## config.mk

```make
export PLATFORM = sky130hd
export DESIGN_NAME = agcTop
export DESIGN_NICKNAME = d
export VERILOG_FILES = /design/src/design/agcPkg.sv /design/src/design/agcApbRegs.sv /design/src/design/agcLevelDetector.sv /design/src/design/agcLoopFilter.sv /design/src/design/agcTop.sv
export VERILOG_INCLUDE_DIRS = /design/src /design/src/design
export SDC_FILE = /design/constraint.sdc
export NUM_CORES = 1
export LEC_CHECK = 0
export BUFFER_PORTS_ARGS = -buffer_cell sky130_fd_sc_hd__buf_2
export CORE_MARGIN = 4
export CORE_UTILIZATION = 45
export CTS_BUF_LIST = sky130_fd_sc_hd__clkbuf_8 sky130_fd_sc_hd__clkbuf_16
export CTS_CLUSTER_SIZE = 20
export DETAILED_ROUTE_END_ITERATION = 16
export GPL_ROUTABILITY_DRIVEN = 0
export SLEW_MARGIN = 20
export SYNTH_ARGS = -nofsm -noshare
export SYNTH_HDL_FRONTEND = slang
export SYNTH_SLANG_ARGS = --single-unit
```

## constraint.sdc

```tcl
create_clock -name clk -period 11.17 [get_ports clk]
set_clock_uncertainty 0.1 [all_clocks]
set_input_delay 1.6755 -clock clk [delete_from_list [all_inputs] [get_ports clk]]
set_output_delay 1.6755 -clock clk [all_outputs]
set_load 0.02 [all_outputs]
```

## src/design/agc_config.svh

```systemverilog
//--------------------------------------------------------------------
// AGC configuration macros
// Window length, APB address width and register reset values shared
// by the AGC design and its testbench
//--------------------------------------------------------------------

`ifndef AGC_CONFIG_SVH
`define AGC_CONFIG_SVH

// Samples per level window as a power of two (4 gives 16 samples)
`define AGC_WINDOW_LOG2 4

// APB word address width, covers the register map up to 0x1C
`define AGC_ADDR_WIDTH 5

// Integrator limit registers after reset
`define AGC_UPPER_RESET 32'hFF00_0000
`define AGC_LOWER_RESET 32'h0100_0000

`endif

```

## src/design/agcPkg.sv

```systemverilog
//--------------------------------------------------------------------
// AGC shared types
// Register address map, loop configuration, level report and the
// APB request bundle used across the AGC design and testbench
//--------------------------------------------------------------------

`include "agc_config.svh"

package agcPkg;

    // Word addresses of the register map
    typedef enum logic [`AGC_ADDR_WIDTH-1:0] {
        CTRL     = 'h00,
        SETPOINT = 'h04,
        GAIN     = 'h08,  // posGain in [4:0], negGain in [12:8]
        UPPER    = 'h0C,
        LOWER    = 'h10,
        INTEG    = 'h14,  // Read only, live integrator
        LEVEL    = 'h18   // Read only, last completed level
    } agcRegAddr;

    // CTRL register, loopEnable sits in bit 0
    typedef struct packed {
        logic invertError;  // Bit 2
        logic zeroError;    // Bit 1
        logic loopEnable;   // Bit 0
    } agcCtrl;

    // Loop filter configuration from the register block
    typedef struct packed {
        agcCtrl      ctrl;
        logic [7:0]  setpoint;
        logic [4:0]  posGain;
        logic [4:0]  negGain;
        logic [31:0] upperLimit;
        logic [31:0] lowerLimit;
    } agcLoopCfg;

    // One averaged level per window
    typedef struct packed {
        logic [7:0] level;
        logic       valid;
    } agcLevel;

    // APB request side
    typedef struct packed {
        logic                       psel;
        logic                       penable;
        logic                       pwrite;
        logic [`AGC_ADDR_WIDTH-1:0] paddr;
        logic [31:0]                pwdata;
    } agcApbReq;

endpackage

```

## src/design/agcApbRegs.sv

```systemverilog
//--------------------------------------------------------------------
// AGC APB register block
// Holds the loop configuration, latches the last completed level and
// returns configuration and status on reads. No wait states
//--------------------------------------------------------------------

`include "agc_config.svh"

module agcApbRegs import agcPkg::*; (
    input  logic        clk,
    input  logic        reset,
    input  agcApbReq    apbReq,
    output logic [31:0] prdata,
    output logic        pready,
    input  logic [31:0] integrator,
    input  agcLevel     level,
    output agcLoopCfg   loopCfg
);

    logic        access;
    logic        wrEn;
    agcRegAddr   regAddr;
    agcCtrl      ctrlReg;
    logic [7:0]  setpointReg;
    logic [4:0]  posGainReg;
    logic [4:0]  negGainReg;
    logic [31:0] upperReg;
    logic [31:0] lowerReg;
    logic [7:0]  lastLevel;
    logic [31:0] readData;

    assign access  = apbReq.psel && apbReq.penable;  // Access phase
    assign wrEn    = access && apbReq.pwrite;
    assign regAddr = agcRegAddr'(apbReq.paddr);
    assign pready  = 1'b1;

    always_ff @(posedge clk or posedge reset) begin
        if (reset) begin
            ctrlReg     <= '0;  // Loop disabled
            setpointReg <= '0;
            posGainReg  <= '0;
            negGainReg  <= '0;
            upperReg    <= `AGC_UPPER_RESET;
            lowerReg    <= `AGC_LOWER_RESET;
            lastLevel   <= '0;
        end else begin
            if (wrEn) begin
                case (regAddr)
                    CTRL:     ctrlReg     <= agcCtrl'(apbReq.pwdata[2:0]);
                    SETPOINT: setpointReg <= apbReq.pwdata[7:0];
                    GAIN: begin
                        posGainReg <= apbReq.pwdata[4:0];
                        negGainReg <= apbReq.pwdata[12:8];
                    end
                    UPPER:    upperReg    <= apbReq.pwdata;
                    LOWER:    lowerReg    <= apbReq.pwdata;
                    default: ;  // INTEG, LEVEL and holes ignore writes
                endcase
            end
            if (level.valid) begin
                lastLevel <= level.level;
            end
        end
    end

    // Read mux, unmapped addresses return zero
    always_comb begin
        case (regAddr)
            CTRL:     readData = {29'b0, ctrlReg};
            SETPOINT: readData = {24'b0, setpointReg};
            GAIN:     readData = {19'b0, negGainReg, 3'b0, posGainReg};
            UPPER:    readData = upperReg;
            LOWER:    readData = lowerReg;
            INTEG:    readData = integrator;
            LEVEL:    readData = {24'b0, lastLevel};
            default:  readData = '0;
        endcase
    end

    assign prdata = (access && !apbReq.pwrite) ? readData : '0;

    assign loopCfg.ctrl       = ctrlReg;
    assign loopCfg.setpoint   = setpointReg;
    assign loopCfg.posGain    = posGainReg;
    assign loopCfg.negGain    = negGainReg;
    assign loopCfg.upperLimit = upperReg;
    assign loopCfg.lowerLimit = lowerReg;

endmodule

```

## src/design/agcLevelDetector.sv

```systemverilog
//--------------------------------------------------------------------
// AGC level detector
// Mean absolute value of signed 8-bit samples over a fixed window,
// one level with a single-cycle valid per window
//--------------------------------------------------------------------

`include "agc_config.svh"

module agcLevelDetector import agcPkg::*; #(
    parameter int WINDOW_LOG2 = `AGC_WINDOW_LOG2
) (
    input  logic              clk,
    input  logic              reset,
    input  logic signed [7:0] sampleIn,
    input  logic              sampleValid,
    output agcLevel           level
);

    // Worst case is 128 on every sample
    localparam int ACC_WIDTH = 8 + WINDOW_LOG2;

    logic [7:0]             magnitude;
    logic [WINDOW_LOG2-1:0] sampleCount;
    logic [ACC_WIDTH-1:0]   accum;
    logic [ACC_WIDTH-1:0]   windowSum;
    logic                   windowEnd;
    logic [7:0]             levelValue;
    logic                   levelValid;

    // -128 maps to 8'h80, still in range as unsigned
    assign magnitude = sampleIn[7] ? 8'(~sampleIn + 8'd1) : 8'(sampleIn);
    assign windowSum = accum + ACC_WIDTH'(magnitude);
    assign windowEnd = sampleValid && (sampleCount == '1);

    always_ff @(posedge clk or posedge reset) begin
        if (reset) begin
            sampleCount <= '0;
            accum       <= '0;
            levelValid  <= 1'b0;
        end else begin
            levelValid <= windowEnd;  // High the cycle after the last sample
            if (sampleValid) begin
                sampleCount <= sampleCount + 1'b1;  // Wraps at window end
                accum       <= windowEnd ? '0 : windowSum;
            end
        end
    end

    // Divide by the window length
    always_ff @(posedge clk) begin
        if (windowEnd) begin
            levelValue <= windowSum[ACC_WIDTH-1:WINDOW_LOG2];
        end
    end

    assign level.level = levelValue;
    assign level.valid = levelValid;

endmodule

```

## src/design/agcLoopFilter.sv

```systemverilog
//--------------------------------------------------------------------
// AGC loop filter
// Three-stage pipeline: error against the setpoint, shift gain chosen
// by error sign, then a 32-bit integrator clamped to the limits
//--------------------------------------------------------------------

module agcLoopFilter import agcPkg::*; (
    input  logic        clk,
    input  logic        reset,
    input  agcLoopCfg   loopCfg,
    input  agcLevel     level,
    output logic [31:0] integrator,
    output logic        loopValid
);

    logic [8:0]        diff;
    logic [8:0]        invDiff;
    logic signed [7:0] loopError;
    logic              errValid;
    logic [4:0]        loopGain;
    logic [31:0]       errorExt;
    logic [31:0]       leadNext;
    logic [31:0]       leadError;
    logic              leadValid;
    logic [32:0]       sum;
    logic [31:0]       integNext;

    // Stage 1, error formation

    // 9-bit differences, the upper 8 bits become the signed error
    assign diff    = {1'b0, loopCfg.setpoint} - {1'b0, level.level};
    assign invDiff = {1'b0, level.level} - {1'b0, loopCfg.setpoint};

    always_ff @(posedge clk or posedge reset) begin
        if (reset) begin
            errValid <= 1'b0;
        end else begin
            errValid <= level.valid;
        end
    end

    always_ff @(posedge clk) begin
        if (level.valid) begin
            if (loopCfg.ctrl.zeroError) begin
                loopError <= '0;
            end else if (loopCfg.ctrl.invertError) begin
                loopError <= invDiff[8:1];
            end else begin
                loopError <= diff[8:1];
            end
        end
    end

    // Stage 2, lead gain of 2**(gain-7)

    assign loopGain = loopError[7] ? loopCfg.negGain : loopCfg.posGain;
    assign errorExt = {{24{loopError[7]}}, loopError};

    always_comb begin
        if (loopGain >= 5'd7) begin
            leadNext = errorExt << (loopGain - 5'd7);
        end else begin
            // Arithmetic shift keeps small negative errors negative
            leadNext = 32'($signed(errorExt) >>> (5'd7 - loopGain));
        end
    end

    always_ff @(posedge clk or posedge reset) begin
        if (reset) begin
            leadValid <= 1'b0;
        end else begin
            leadValid <= errValid;
        end
    end

    always_ff @(posedge clk) begin
        if (errValid) begin
            leadError <= leadNext;
        end
    end

    // Stage 3, clamped integrator

    // Bit 32 flags a wrap below zero or a carry past the top
    assign sum = {1'b0, integrator} + {leadError[31], leadError};

    always_comb begin
        if (leadError[31] && sum[32]) begin
            integNext = loopCfg.lowerLimit;  // Wrapped past zero
        end else if (!leadError[31] && sum[32]) begin
            integNext = loopCfg.upperLimit;  // Overflowed upward
        end else if (sum[31:0] >= loopCfg.upperLimit) begin
            integNext = loopCfg.upperLimit;
        end else if (sum[31:0] <= loopCfg.lowerLimit) begin
            integNext = loopCfg.lowerLimit;
        end else begin
            integNext = sum[31:0];
        end
    end

    always_ff @(posedge clk or posedge reset) begin
        if (reset) begin
            integrator <= '0;
            loopValid  <= 1'b0;
        end else begin
            loopValid <= leadValid;  // Pulses even with the loop frozen
            if (leadValid && loopCfg.ctrl.loopEnable) begin
                integrator <= integNext;
            end
        end
    end

endmodule

```

## src/design/agcTop.sv

```systemverilog
//--------------------------------------------------------------------
// AGC top level
// Chain of level detector and loop filter, configured through the
// APB register block. The integrator is the gain output
//--------------------------------------------------------------------

`include "agc_config.svh"

module agcTop import agcPkg::*; (
    input  logic              clk,
    input  logic              reset,
    input  agcApbReq          apbReq,
    output logic [31:0]       prdata,
    output logic              pready,
    input  logic signed [7:0] sampleIn,
    input  logic              sampleValid,
    output logic [31:0]       loopOutput,
    output logic              loopValid
);

    agcLoopCfg   loopCfg;     // Registers to loop filter
    agcLevel     level;       // Detector to filter and registers
    logic [31:0] integrator;  // Filter state, also read back over APB

    agcApbRegs u_regs (
        .clk        (clk),
        .reset      (reset),
        .apbReq     (apbReq),
        .prdata     (prdata),
        .pready     (pready),
        .integrator (integrator),
        .level      (level),
        .loopCfg    (loopCfg)
    );

    agcLevelDetector #(
        .WINDOW_LOG2 (`AGC_WINDOW_LOG2)
    ) u_detector (
        .clk         (clk),
        .reset       (reset),
        .sampleIn    (sampleIn),
        .sampleValid (sampleValid),
        .level       (level)
    );

    agcLoopFilter u_loopFilter (
        .clk        (clk),
        .reset      (reset),
        .loopCfg    (loopCfg),
        .level      (level),
        .integrator (integrator),
        .loopValid  (loopValid)
    );

    assign loopOutput = integrator;

endmodule

```

==> impl_metrics.tcl <==
set metrics [dict create \
    worst_slew_pin_slew_ns 1.144 \
    synthArstFlopShare 0.7513 \
    synth_sequential_area_ratio 0.3650 \
    final_util 0.5063 \
    routedWlPerCell_microns 21.01 \
    nNetsFinal 1792 \
    drt_wl_total_microns 42520 \
    drv_slew 0 \
    fp.dieW_microns 183.9 \
    ys_ff_latch 193 \
    vias 12079 \
    clk_transition_reported_paths_ns 0.08 \
    cts-resized-gates 0 \
    diodes 0 \
    cap_violations 0 \
    ys_warn_count 0 \
    worstSetupEndpointType "flip-flop" \
    synth_edf_count 48 \
    powerDensity_nw_per_um2 162.4 \
    cp-start-kind "flip-flop" \
    core_area_sq_um 30590 \
    track_usage 0.2510 \
    period_needed_ns 6.310 \
    yosysMostFrequentCell "nand2_1" \
    crit_type "flip-flop to flip-flop" \
    ys.flop_type "dfrtp_1" \
    fin_tns_setup_ns 0 \
    die_h_microns 183.9 \
    fillCellCount 2884 \
    synthesis.area_sq_um 13920 \
    syn_inst 1533 \
    grt_pass1_wl_microns 66530 \
    p_leak_nw 7.110 \
    htreeDepth 4 \
    min_period_over_period 0.5649 \
    cts.path.max_buffers 2 \
    clk_latency_ns 0.46 \
    cts_buffers 17 \
    die_area_sq_um 33810 \
    fmax_mhz 158.5 \
    rrSetupSlack_ns 4.86 \
    synth_commonest_cells "nand2_1 (138), dfrtp_1 (136), a21oi_1 (129)" \
    antenna_found_initial 0 \
    hold_class "flip-flop to flip-flop" \
    start_util 0.4551 \
    cts.sinks 193 \
    peakVddDrop_uv 114.2 \
    grt_pass1_vias 11699 \
    setup_viol 0 \
    grt.overflow.total 0 \
    syn_area_per_cell_sq_um 9.081 \
    ys_types 80 \
    avgViaCountPerCell 5.968 \
    ant_nets 0 \
    drc_errors 0 \
    grt_setup_unrepaired "false" \
    num_rows 64 \
    ys_top_cells_by_area "dfrtp_1 (24%), ha_1 (11%), edfxtp_1 (10%)" \
    synth_top_area_share 0.2445 \
    drive_above_1_share 0.1603 \
    io_buffers 115 \
    root_buffer "clkbuf_16" \
    critPathMaxFanout 19 \
    postCtsHoldBufs 0 \
    drtIter0Drc 880 \
    cts_tree "yes" \
    grt_max_degree 87 \
    critPathRequiredTime_ns 11.42 \
    io-pin-count 117 \
    synth_area_leader_cell "dfrtp_1" \
    multi_input_area_sq_um 8164 \
    postCtsSetupBuffers 0 \
    syn2layout_area_growth_pct 11.26 \
    syn_nets 1710 \
    seqCellArea_sq_um 5081 \
    status "completed" \
    dp_hpwl_microns 32140 \
    drt-pass1-iter-count 8 \
    hold_viol_final 0 \
    cp.arrival_ns 6.56 \
    maxSlewHeadroom 0.2329 \
]
[cells by family after synthesis]
logic type	synth area share
DFF	0.3650
and+or+nand+nor	0.1355
muxes	0.08916
adders and majority gates	0.1154
buffers and inverters	0.05222
AOI/OAI and AO/OA	0.2109
other	0.0002694
xor gates and xnor gates	0.03146
[worst max-delay path, stage by stage, from the launching register on]
cell,delay (ns)
dfrtp_1,0.43
ha_1,0.24
fa_1,0.44
a211oi_1,0.31
o211ai_1,0.21
a2111oi_0,0.61
nor2_1,0.17
o21ai_0,0.46
mux2i_1,0.27
and2_1,0.18
ha_1,0.24
nand4_1,0.10
nor3_1,0.09
a32oi_1,0.17
o311ai_0,0.17
nor4b_2,0.37
o31ai_4,0.29
nor3_1,0.94
o211ai_1,0.21
o211a_1,0.18
[stage by stage]
stage          hold WS [ns]  setup WS (ns)  area [sq um]  cells  total power [mW]
2_1_floorplan        0.2683          5.515         13920   1533             1.620
3_3_place_gp         0.2960          5.126         14890   1992             1.869
3_5_place_dp         0.3028          4.948         14890   1992             1.892
4_1_cts              0.3215          4.897         15490   2024             2.524
5_1_grt              0.3516          4.378         15490   2024             2.683
6_report             0.3212          4.860         15490   2024             2.516
[cell usage in the layout (no fill, tap or decap), types with 18 or more instances in the layout]
master,count
a21o_1,22
a21oi_1,129
a222oi_1,24
a31oi_1,26
and2_1,21
buf_2,115
clkbuf_16,18
dfrtp_1,136
edfxtp_1,48
ha_1,122
inv_1,116
mux2_2,62
mux2i_1,52
nand2_1,137
nand3_1,29
nand4_1,18
nor2_1,107
nor3_1,29
o21ai_0,115
xnor2_1,29
xor2_1,21
[worst paths after layout]
| check | startpoint | endpoint | cells past startpoint |
|---|---|---|---|
| min reg2reg | u_loopFilter.leadValid | u_loopFilter.loopValid | 0 |
| min | u_loopFilter.leadValid | u_loopFilter.loopValid | 0 |
| min in group asynchronous | reset | u_loopFilter.integrator[1] | 2 |
| max | u_loopFilter.integrator[0] | u_loopFilter.integrator[18] | 19 |
| max in group asynchronous | reset | u_loopFilter.integrator[14] | 3 |
| max reg2reg | u_loopFilter.integrator[0] | u_loopFilter.integrator[18] | 19 |
[registers in the layout, indices dropped and copies added (netlist names), 5 cells and up]
name	cells
u_loopFilter.leadError	32
u_loopFilter.loopError	8
u_regs.lowerReg	32
u_detector.accum	12
u_regs.setpointReg	8
u_regs.upperReg	32
u_detector.levelValue	8
u_regs.lastLevel	8
u_loopFilter.integrator	32
u_regs.posGainReg	5
u_regs.negGainReg	5
[routing by layer]
metal / GRT usage / vias to the layer above / wire (microns)
met5: 0 / - / 0
li1: - / 5786 / -
met1: 0.3231 / 5848 / 18440
met3: 0.04749 / 86 / 2150
met4: 0.1094 / 0 / 1853
met2: 0.4131 / 359 / 20080
[power by group]
| part | total (mW) | internal, mW | switching (mW) |
|---|---|---|---|
| registers | 0.954 | 0.847 | 0.107 |
| clock network | 0.630 | 0.318 | 0.313 |
| logic | 0.932 | 0.379 | 0.553 |
[layout make-up]
cell class / count / area share
clock buffer: 19 / 0.02997
clock inverter: 13 / 0.008805
inverter: 119 / 0.02916
multi-input combinational: 1153 / 0.5271
sequential: 193 / 0.3281
tap: 396 / 0.03199
timing repair buffer: 131 / 0.04491
No activity file was read; power rests on OpenSTA's default activity.
